<file path="config.mk">
export PLATFORM = sky130hd
export DESIGN_NAME = rtc_ctrl
export DESIGN_NICKNAME = d
export VERILOG_FILES = /design/src/logic/rtc_ctrl_pkg.sv /design/src/logic/rtc_step_if.sv /design/src/logic/rtc_step_table.sv /design/src/logic/rtc_route_sequencer.sv /design/src/logic/rtc_mode_decode.sv /design/src/logic/rtc_bus_output.sv /design/src/logic/rtc_ctrl.sv
export VERILOG_INCLUDE_DIRS = /design/src /design/src/include
export SDC_FILE = /design/constraint.sdc
export NUM_CORES = 1
export LEC_CHECK = 0
export BUFFER_PORTS_ARGS = -buffer_cell sky130_fd_sc_hd__buf_2
export CORE_UTILIZATION = 50
export CTS_BUF_LIST = sky130_fd_sc_hd__clkbuf_16
export CTS_CLUSTER_SIZE = 10
export DETAILED_ROUTE_END_ITERATION = 12
export GPL_TIMING_DRIVEN = 0
export PLACE_DENSITY = 0.77
export SLEW_MARGIN = 40
export SYNTH_ARGS = -nofsm -noshare
export SYNTH_HDL_FRONTEND = slang
export SYNTH_HIERARCHICAL = 1
export SYNTH_SLANG_ARGS = --single-unit
export TNS_END_PERCENT = 1
</file>
<file path="constraint.sdc">
create_clock -name clk -period 2.79 [get_ports clk]
set_input_delay 0 -clock clk [delete_from_list [all_inputs] [get_ports clk]]
set_output_delay 0 -clock clk [all_outputs]
set_load 0.05 [all_outputs]
</file>
<file path="src/include/rtc_ctrl_settings.svh">
`ifndef RTC_CTRL_SETTINGS_SVH
`define RTC_CTRL_SETTINGS_SVH

// bus slot timing
`define RTC_SLOT_CLOCKS   32      // clocks per bus slot
`define RTC_SLOT_W        5       // slot counter width
`define RTC_STEP_W        5       // step counter width
`define RTC_BYTE_W        8       // multiplexed bus width

// route lengths in slots
`define RTC_INIT_STEPS    28
`define RTC_READ_STEPS    14
`define RTC_SET_STEPS     8

// chip register map
`define RTC_ADDR_CTRL     8'h00
`define RTC_ADDR_STATUS   8'h02
`define RTC_ADDR_CONFIG   8'h10   // only touched during init
`define RTC_ADDR_CENTI    8'h20   // hundredths of a second
`define RTC_ADDR_SEC      8'h21
`define RTC_ADDR_MIN      8'h22
`define RTC_ADDR_HOUR     8'h23
`define RTC_ADDR_DAY      8'h24
`define RTC_ADDR_MONTH    8'h25
`define RTC_ADDR_YEAR     8'h26
`define RTC_ADDR_WEEKDAY  8'h27
`define RTC_ADDR_WEEK     8'h28

// commands and fixed data bytes
`define RTC_CMD_READ      8'hF0   // clock -> ram
`define RTC_CMD_TRANSFER  8'hF1   // ram -> clock
`define RTC_INIT_FLAG     8'h10
`define RTC_CONFIG_VALUE  8'hD2

`endif

</file>
<file path="src/logic/rtc_ctrl_pkg.sv">
package rtc_ctrl_pkg;

	typedef enum logic [1:0] {
		ROUTE_INIT,
		ROUTE_READ,
		ROUTE_SET_TIME,
		ROUTE_SET_DATE
	} route_t;

	// display state, visible on the mode output
	typedef enum logic [1:0] {
		MODE_RUN      = 2'd0,
		MODE_SET_TIME = 2'd1,
		MODE_SET_DATE = 2'd2
	} mode_t;

	typedef enum logic [1:0] {
		REQ_NONE,
		REQ_TIME,
		REQ_DATE
	} request_t;

	typedef enum logic [1:0] {
		XFER_ADDR,
		XFER_WRITE,
		XFER_READ,
		XFER_STROBE   // data phase, previous byte stays on the bus
	} xfer_t;

	typedef enum logic [3:0] {
		SEL_NONE  = 4'd0,
		SEL_SEC   = 4'd1,
		SEL_MIN   = 4'd2,
		SEL_HOUR  = 4'd3,
		SEL_DAY   = 4'd4,
		SEL_MONTH = 4'd5,
		SEL_YEAR  = 4'd6,
		SEL_DUMMY = 4'd10   // discard slot after the read command
	} reg_sel_t;

endpackage

</file>
<file path="src/logic/rtc_step_if.sv">
`timescale 1ns/10ps
`include "rtc_ctrl_settings.svh"

// one bus transfer per slot, no back-pressure
interface rtc_step_if
	import rtc_ctrl_pkg::*;
();

	logic                    valid;  // one clock per slot
	xfer_t                   kind;
	logic [`RTC_BYTE_W-1:0]  value;  // address or constant data
	reg_sel_t                sel;    // read target or write source

	modport source (output valid, kind, value, sel);
	modport sink (input valid, kind, value, sel);

endinterface

</file>
<file path="src/logic/rtc_step_table.sv">
`timescale 1ns/10ps
`include "rtc_ctrl_settings.svh"

module rtc_step_table
	import rtc_ctrl_pkg::*;
(
	input  route_t                  route,
	input  logic [`RTC_STEP_W-1:0]  step,
	output xfer_t                   kind,
	output logic [`RTC_BYTE_W-1:0]  value,
	output reg_sel_t                sel,
	output logic                    last
);

	// even steps carry an address, odd steps the data phase
	always_comb
	begin
		kind  = step[0] ? XFER_WRITE : XFER_ADDR;
		value = '0;
		sel   = SEL_NONE;
		last  = 1'b0;
		case (route)
			////////////////////////////////////////
			// init: clear the clock, then latch it
			////////////////////////////////////////
			ROUTE_INIT:
			begin
				last = (step == (`RTC_STEP_W)'(`RTC_INIT_STEPS - 1));
				case (step)
					0, 2: value = `RTC_ADDR_STATUS;
					1:    value = `RTC_INIT_FLAG;
					4:    value = `RTC_ADDR_CONFIG;
					5:    value = `RTC_CONFIG_VALUE;
					6:    value = `RTC_ADDR_CTRL;
					8:    value = `RTC_ADDR_CENTI;
					10:   value = `RTC_ADDR_SEC;
					12:   value = `RTC_ADDR_MIN;
					14:   value = `RTC_ADDR_HOUR;
					16:   value = `RTC_ADDR_DAY;
					18:   value = `RTC_ADDR_MONTH;
					20:   value = `RTC_ADDR_YEAR;
					22:   value = `RTC_ADDR_WEEKDAY;
					24:   value = `RTC_ADDR_WEEK;
					26:   value = `RTC_CMD_TRANSFER;
					27:   kind  = XFER_STROBE;
					default: value = '0;   // remaining data phases write 00
				endcase
			end
			////////////////////////////////////////
			// read: snapshot, then fetch each register
			////////////////////////////////////////
			ROUTE_READ:
			begin
				last = (step == (`RTC_STEP_W)'(`RTC_READ_STEPS - 1));
				if (step[0])
					kind = XFER_READ;
				case (step)
					0:  value = `RTC_CMD_READ;
					1:  sel   = SEL_DUMMY;
					2:  value = `RTC_ADDR_SEC;
					3:  sel   = SEL_SEC;
					4:  value = `RTC_ADDR_MIN;
					5:  sel   = SEL_MIN;
					6:  value = `RTC_ADDR_HOUR;
					7:  sel   = SEL_HOUR;
					8:  value = `RTC_ADDR_DAY;
					9:  sel   = SEL_DAY;
					10: value = `RTC_ADDR_MONTH;
					11: sel   = SEL_MONTH;
					12: value = `RTC_ADDR_YEAR;
					13: sel   = SEL_YEAR;
					default: sel = SEL_NONE;
				endcase
			end
			default:   // set time or set date
			begin
				last = (step == (`RTC_STEP_W)'(`RTC_SET_STEPS - 1));
				case (step)
					0: value = (route == ROUTE_SET_TIME) ? `RTC_ADDR_SEC : `RTC_ADDR_DAY;
					1: sel   = (route == ROUTE_SET_TIME) ? SEL_SEC : SEL_DAY;
					2: value = (route == ROUTE_SET_TIME) ? `RTC_ADDR_MIN : `RTC_ADDR_MONTH;
					3: sel   = (route == ROUTE_SET_TIME) ? SEL_MIN : SEL_MONTH;
					4: value = (route == ROUTE_SET_TIME) ? `RTC_ADDR_HOUR : `RTC_ADDR_YEAR;
					5: sel   = (route == ROUTE_SET_TIME) ? SEL_HOUR : SEL_YEAR;
					6: value = `RTC_CMD_TRANSFER;
					7: kind  = XFER_STROBE;
					default: kind = XFER_ADDR;
				endcase
			end
		endcase
	end

endmodule

</file>
<file path="src/logic/rtc_route_sequencer.sv">
`timescale 1ns/10ps
`include "rtc_ctrl_settings.svh"

module rtc_route_sequencer
	import rtc_ctrl_pkg::*;
(
	input  logic               clk,
	input  logic               reset,
	input  route_t             next_route,
	output logic               route_done,
	rtc_step_if.source         step
);

	logic [`RTC_SLOT_W-1:0]  slot_cnt;   // clock within the slot
	logic [`RTC_STEP_W-1:0]  step_cnt;   // transfer within the route
	route_t                  route;
	logic                    slot_end;
	logic                    last;

	rtc_step_table table_i (
		.route (route),
		.step  (step_cnt),
		.kind  (step.kind),
		.value (step.value),
		.sel   (step.sel),
		.last  (last)
	);

	assign slot_end   = (slot_cnt == (`RTC_SLOT_W)'(`RTC_SLOT_CLOCKS - 1));
	assign step.valid = slot_end;
	assign route_done = slot_end & last;   // next route picked on the same edge

	////////////////////////////////////////
	// slot and step counters
	////////////////////////////////////////
	always_ff @(posedge clk or posedge reset)
	begin
		if (reset)
		begin
			slot_cnt <= '0;
			step_cnt <= '0;
			route    <= ROUTE_INIT;
		end
		else
		begin
			if (slot_end)
				slot_cnt <= '0;
			else
				slot_cnt <= slot_cnt + 1'b1;

			if (slot_end)
			begin
				if (last)
				begin
					step_cnt <= '0;
					route    <= next_route;   // no idle slot between routes
				end
				else
					step_cnt <= step_cnt + 1'b1;
			end
		end
	end

endmodule

</file>
<file path="src/logic/rtc_mode_decode.sv">
`timescale 1ns/10ps

module rtc_mode_decode
	import rtc_ctrl_pkg::*;
(
	input  logic        clk,
	input  logic        reset,
	input  logic [1:0]  swt,
	input  logic        route_done,
	output route_t      next_route,
	output mode_t       mode
);

	request_t pending;   // set request waiting for the switch to return to 00

	// a pending request runs once the switch is back at 00
	always_comb
	begin
		next_route = ROUTE_READ;
		if (swt == 2'b00)
		begin
			case (pending)
				REQ_TIME: next_route = ROUTE_SET_TIME;
				REQ_DATE: next_route = ROUTE_SET_DATE;
				default:  next_route = ROUTE_READ;
			endcase
		end
	end

	always_ff @(posedge clk or posedge reset)
	begin
		if (reset)
		begin
			pending <= REQ_NONE;
			mode    <= MODE_RUN;
		end
		else
		begin
			case (swt)
				2'b01:   pending <= REQ_TIME;
				2'b10:   pending <= REQ_DATE;
				default:
				begin
					if (route_done && next_route != ROUTE_READ)
						pending <= REQ_NONE;   // write route taken
				end
			endcase
			if (route_done && next_route == ROUTE_READ)
			begin
				case (swt)
					2'b00:   mode <= MODE_RUN;
					2'b01:   mode <= MODE_SET_TIME;
					2'b10:   mode <= MODE_SET_DATE;
					default: mode <= mode;   // both switches up, hold
				endcase
			end
		end
	end

endmodule

</file>
<file path="src/logic/rtc_bus_output.sv">
`timescale 1ns/10ps
`include "rtc_ctrl_settings.svh"

module rtc_bus_output
	import rtc_ctrl_pkg::*;
(
	input  logic                    clk,
	input  logic                    reset,
	rtc_step_if.sink                step,
	input  logic [`RTC_BYTE_W-1:0]  sec,
	input  logic [`RTC_BYTE_W-1:0]  min,
	input  logic [`RTC_BYTE_W-1:0]  hour,
	input  logic [`RTC_BYTE_W-1:0]  day,
	input  logic [`RTC_BYTE_W-1:0]  month,
	input  logic [`RTC_BYTE_W-1:0]  year,
	output logic                    dato,
	output logic                    read,
	output logic [`RTC_BYTE_W-1:0]  addr_date,
	output logic [3:0]              reg_select,
	output logic                    bus_enable
);

	logic [`RTC_BYTE_W-1:0] write_data;

	// init writes carry their constant in the table byte
	always_comb
	begin
		case (step.sel)
			SEL_SEC:   write_data = sec;
			SEL_MIN:   write_data = min;
			SEL_HOUR:  write_data = hour;
			SEL_DAY:   write_data = day;
			SEL_MONTH: write_data = month;
			SEL_YEAR:  write_data = year;
			default:   write_data = step.value;
		endcase
	end

	always_ff @(posedge clk or posedge reset)
	begin
		if (reset)
		begin
			dato       <= 1'b0;
			read       <= 1'b0;
			addr_date  <= '0;
			reg_select <= '0;
			bus_enable <= 1'b0;
		end
		else if (step.valid)
		begin
			dato       <= (step.kind != XFER_ADDR);
			read       <= (step.kind == XFER_READ);
			bus_enable <= 1'b1;   // stays up from the first transfer on
			case (step.kind)
				XFER_ADDR:  addr_date <= step.value;
				XFER_WRITE: addr_date <= write_data;
				default:    addr_date <= addr_date;   // strobe and read keep the byte
			endcase
			if (step.kind == XFER_READ)
				reg_select <= step.sel;
		end
	end

endmodule

</file>
<file path="src/logic/rtc_ctrl.sv">
`timescale 1ns/10ps
`include "rtc_ctrl_settings.svh"

module rtc_ctrl
	import rtc_ctrl_pkg::*;
(
	input  logic                    clk,
	input  logic                    reset,
	input  logic [1:0]              swt,
	input  logic [`RTC_BYTE_W-1:0]  sec,
	input  logic [`RTC_BYTE_W-1:0]  min,
	input  logic [`RTC_BYTE_W-1:0]  hour,
	input  logic [`RTC_BYTE_W-1:0]  day,
	input  logic [`RTC_BYTE_W-1:0]  month,
	input  logic [`RTC_BYTE_W-1:0]  year,
	output logic                    dato,
	output logic                    read,
	output logic                    bus_enable,
	output logic [`RTC_BYTE_W-1:0]  addr_date,
	output logic [3:0]              reg_select,
	output logic [1:0]              mode
);

	route_t next_route;
	logic   route_done;

	rtc_step_if step ();

	rtc_mode_decode decode_i (
		.clk        (clk),
		.reset      (reset),
		.swt        (swt),
		.route_done (route_done),
		.next_route (next_route),
		.mode       (mode)
	);

	rtc_route_sequencer sequencer_i (
		.clk        (clk),
		.reset      (reset),
		.next_route (next_route),
		.route_done (route_done),
		.step       (step.source)
	);

	rtc_bus_output bus_i (
		.clk        (clk),
		.reset      (reset),
		.step       (step.sink),
		.sec        (sec),
		.min        (min),
		.hour       (hour),
		.day        (day),
		.month      (month),
		.year       (year),
		.dato       (dato),
		.read       (read),
		.addr_date  (addr_date),
		.reg_select (reg_select),
		.bus_enable (bus_enable)
	);

endmodule

</file>
==> results.tsv <==
metric	value	unit
status	finished clean	
Synth cell types	58	
#FFs+latches synth	31	
Sum Neg Setup Slack	0	ns
first-pass GRT wire length	9.984	mm
critical path type	flip-flop to flip-flop	
routed vias/inst	5.619	
htree depth	2	
cell area after synthesis	0.002456	mm^2
Final Critical Period	2.496	ns
Final WS setup	0.2938	ns
Pleak	1.393	nW
Main synth FF type	dfrtp_1	
fin area	0.003072	mm^2
RSZ-0062 raised after global routing	no	
max_cap viols	0	
vias in the first global route	2152	
final hold violation count	0	
routed vias	2377	
total design power	1.202	mW
post-cts repair resize count	0	
multiplexer share of the synthesized area	11.41	%
adder-cell area share of the yosys netlist	2.547	%
Max Transition Viols Final	0	
Bufs on Longest Clock Path	2	
starting density of the core	52.00	%
root buffer cell	clkbuf_16	
Cell Rows	25	
fmax	0.4006	GHz
post-synthesis async set-or-reset flop share	100.0	%
worst min-delay path category	input pin to flip-flop	
Skew-Pair Late Insertion Delay	0.27	ns
initial antenna violation count	0	
die area	0.005196	mm^2
Crit Path Max Fanout	10	
Ports	69	
largest net degree at the start of global routing	16	
Final ANT Viol Nets	0	
top cells by count, synth	dfrtp_1 (31), nand2_1 (21), nor2_1 (21)	
Num CTS Buffers	5	
Slew @ Worst Pin	0.5594	ns
Post-CTS Hold Buffers	2	
flop2flop setup slack	0.29	ns
RR Endpoint	bus_i/addr_date[0]	
Chip Height	72.09	um
Mapped Nets	335	
Final Net Count	412	
drt drc	0	
first-pass detailed-route iteration total	7	
Ys Warns	6	
dpl hpwl	4.468	mm
clk_skew	0.004761	ns
Die W	72.09	um
Avg WL per Cell	14.32	um
largest family of logic cells by synthesized area	simple AND/OR/NAND/NOR gates	
CTS tree	done	
crit path to	bus_i/addr_date[0]	
Synth Area in Compound Gates	19.05	%
Total GRT Usage	24.24	%
PortBufs	68	
CP startpoint	sequencer_i/step_cnt[3]	
1st-iter DRT viols	107	
Worst setup SP type	flip-flop	
gp weighted congestion	0.8649	
syn avg cell area	8.835	um^2
CP Data Arrival Time	2.64	ns
core area	0.004723	mm^2
Routed WL	6.056	mm
Post-Synth XOR/XNOR Area	1.070	%
CTS sink cnt	31	
number of diodes	0	
Final Cycle Share	89.47	%
ratio of cells with drive above 1 in the final layout	34.83	%
Area after DPL	0.002880	mm^2
Post-synth EDFFs	0	
simple-gate portion of the synthesized area	25.01	%
most common cell in the synthesized netlist	dfrtp_1	
ranking of synthesized cells by area	dfrtp_1 (32%), mux2_2 (4.6%), mux2i_1 (4.1%)	
CP required	2.94	ns
biggest area consumer among synthesized cells	dfrtp_1	
GRT overflow	0	
worst reg2reg path startpoint	sequencer_i/step_cnt[3]	
pre-CTS setup slack	0.3226	ns
worst-case reg-to-reg path depth	11	
Setup Viol. Count Final	0	
area delta synth->final	25.06	%
Seq/Total Area, Yosys	31.58	%
pwr/cell area	391.2	mW/mm^2
post-synth top area share	31.58	%
clock-pin transition on the worst setup and hold timing paths	0.05	ns
post-CTS setup buffers	0	
maximum vdd drop	371.3	uV
CP Capture Type	flip-flop	
max_slew headroom	62.67	%
Cells after Synth	278	
metal layers:
| metal | wire length [um] | vias up | track usage [%] |
|---|---|---|---|
| met4 | 55 | 0 | 7.190 |
| li1 | - | 1175 | - |
| met3 | 372 | 9 | 5.417 |
| met2 | 2966 | 87 | 41.64 |
| met5 | 0 | - | 0 |
| met1 | 2661 | 1106 | 30.47 |
kinds of logic after synthesis:
family | Yosys count
AOI/OAI and AO/OA | 65
xor gates and xnor gates | 3
buffers and inverters | 40
adders and majority gates | 5
and+or+nand+nor | 109
muxes | 25
DFF | 31
flip-flops by register name, indices dropped and copies added, names as in the netlist:
register / count
bus_i/addr_date: 8
sequencer_i/slot_cnt: 5
sequencer_i/step_cnt: 5
bus_i/reg_select: 4
decode_i/mode: 2
decode_i/pending: 2
sequencer_i/route: 2
bus_i/bus_enable: 1
bus_i/dato: 1
bus_i/read: 1
worst max-delay path, cell delays in order, from the launching register on:
cell,delay [ns]
dfrtp_1,0.41
buf_2,0.20
buf_2,0.21
a21oi_1,0.13
o211ai_1,0.09
a21oi_1,0.19
buf_6,0.18
buf_12,0.15
mux2_4,0.30
a221o_1,0.35
nand3_1,0.08
a31oi_1,0.08
cell type report:
type                            count  area [um^2]
Tap cell                           67        83.83
Sequential cell                    31        775.7
Multi-Input combinational cell    207         1459
Buffer                             25        172.7
Timing Repair Buffer               70        360.3
Clock buffer                        5        125.1
Clock inverter                      3        38.79
Inverter                           15        56.30
Fill cell                         424         1652
how the worst min path moves through the flow:
stage | endpoint | cells after the start | start | slack (ns)
2_1_floorplan | decode_i/mode[0] | 1 | reset | -0.23
3_5_place_dp | decode_i/mode[1] | 2 | reset | -0.09
5_1_grt | decode_i/pending[0] | 3 | swt[0] | 0.09
3_3_place_gp | decode_i/mode[0] | 2 | reset | -0.08
6_report | decode_i/pending[0] | 3 | swt[0] | 0.05
4_1_cts | decode_i/pending[0] | 3 | swt[0] | 0.04
stage by stage:
| step | hold slack [ns] | utilization, % | std cells |
|---|---|---|---|
| after CTS | 0.03969 | 64.87 | 423 |
| final | 0.04675 | 65.03 | 423 |
| after global routing | 0.08706 | 65.03 | 423 |
| after detailed placement | -0.08688 | 60.98 | 413 |
| after global placement | -0.08377 | 60.98 | 413 |
| after floorplan | -0.2339 | - | 278 |
power breakdown:
part | total (mW) | leakage, nW | switching (mW) | internal [mW]
logic | 0.144 | 0.932 | 0.0761 | 0.0679
clock network | 0.596 | 0.0812 | 0.181 | 0.415
registers | 0.461 | 0.379 | 0.00422 | 0.457
total | 1.20 | 1.39 | 0.261 | 0.940
cells in the final DEF (no fill, tap or decap), types with 3 or more instances in the layout:
| cell type | Yosys | final |
|---|---|---|
| ha_1 | 5 | 5 |
| nor3b_1 | 3 | 3 |
| dfrtp_1 | 31 | 31 |
| nand3b_1 | 13 | 13 |
| o21ai_1 | 3 | 3 |
| o21ai_0 | 6 | 6 |
| mux2i_1 | 10 | 10 |
| o211ai_1 | 10 | 10 |
| a21oi_1 | 9 | 9 |
| nand2_1 | 21 | 21 |
| a31oi_1 | 9 | 9 |
| nand3_1 | 18 | 18 |
| mux2_2 | 10 | 10 |
| o22ai_1 | 3 | 3 |
| nor2b_1 | 8 | 8 |
| nor3_1 | 4 | 4 |
| clkbuf_16 | 0 | 5 |
| buf_6 | 3 | 3 |
| inv_1 | 14 | 14 |
| mux2_4 | 3 | 3 |
| buf_2 | 13 | 81 |
| a221o_1 | 8 | 8 |
| nor2_1 | 21 | 21 |
| buf_4 | 6 | 6 |
| nand4_1 | 4 | 4 |
No activity file was read; power rests on OpenSTA's default activity.
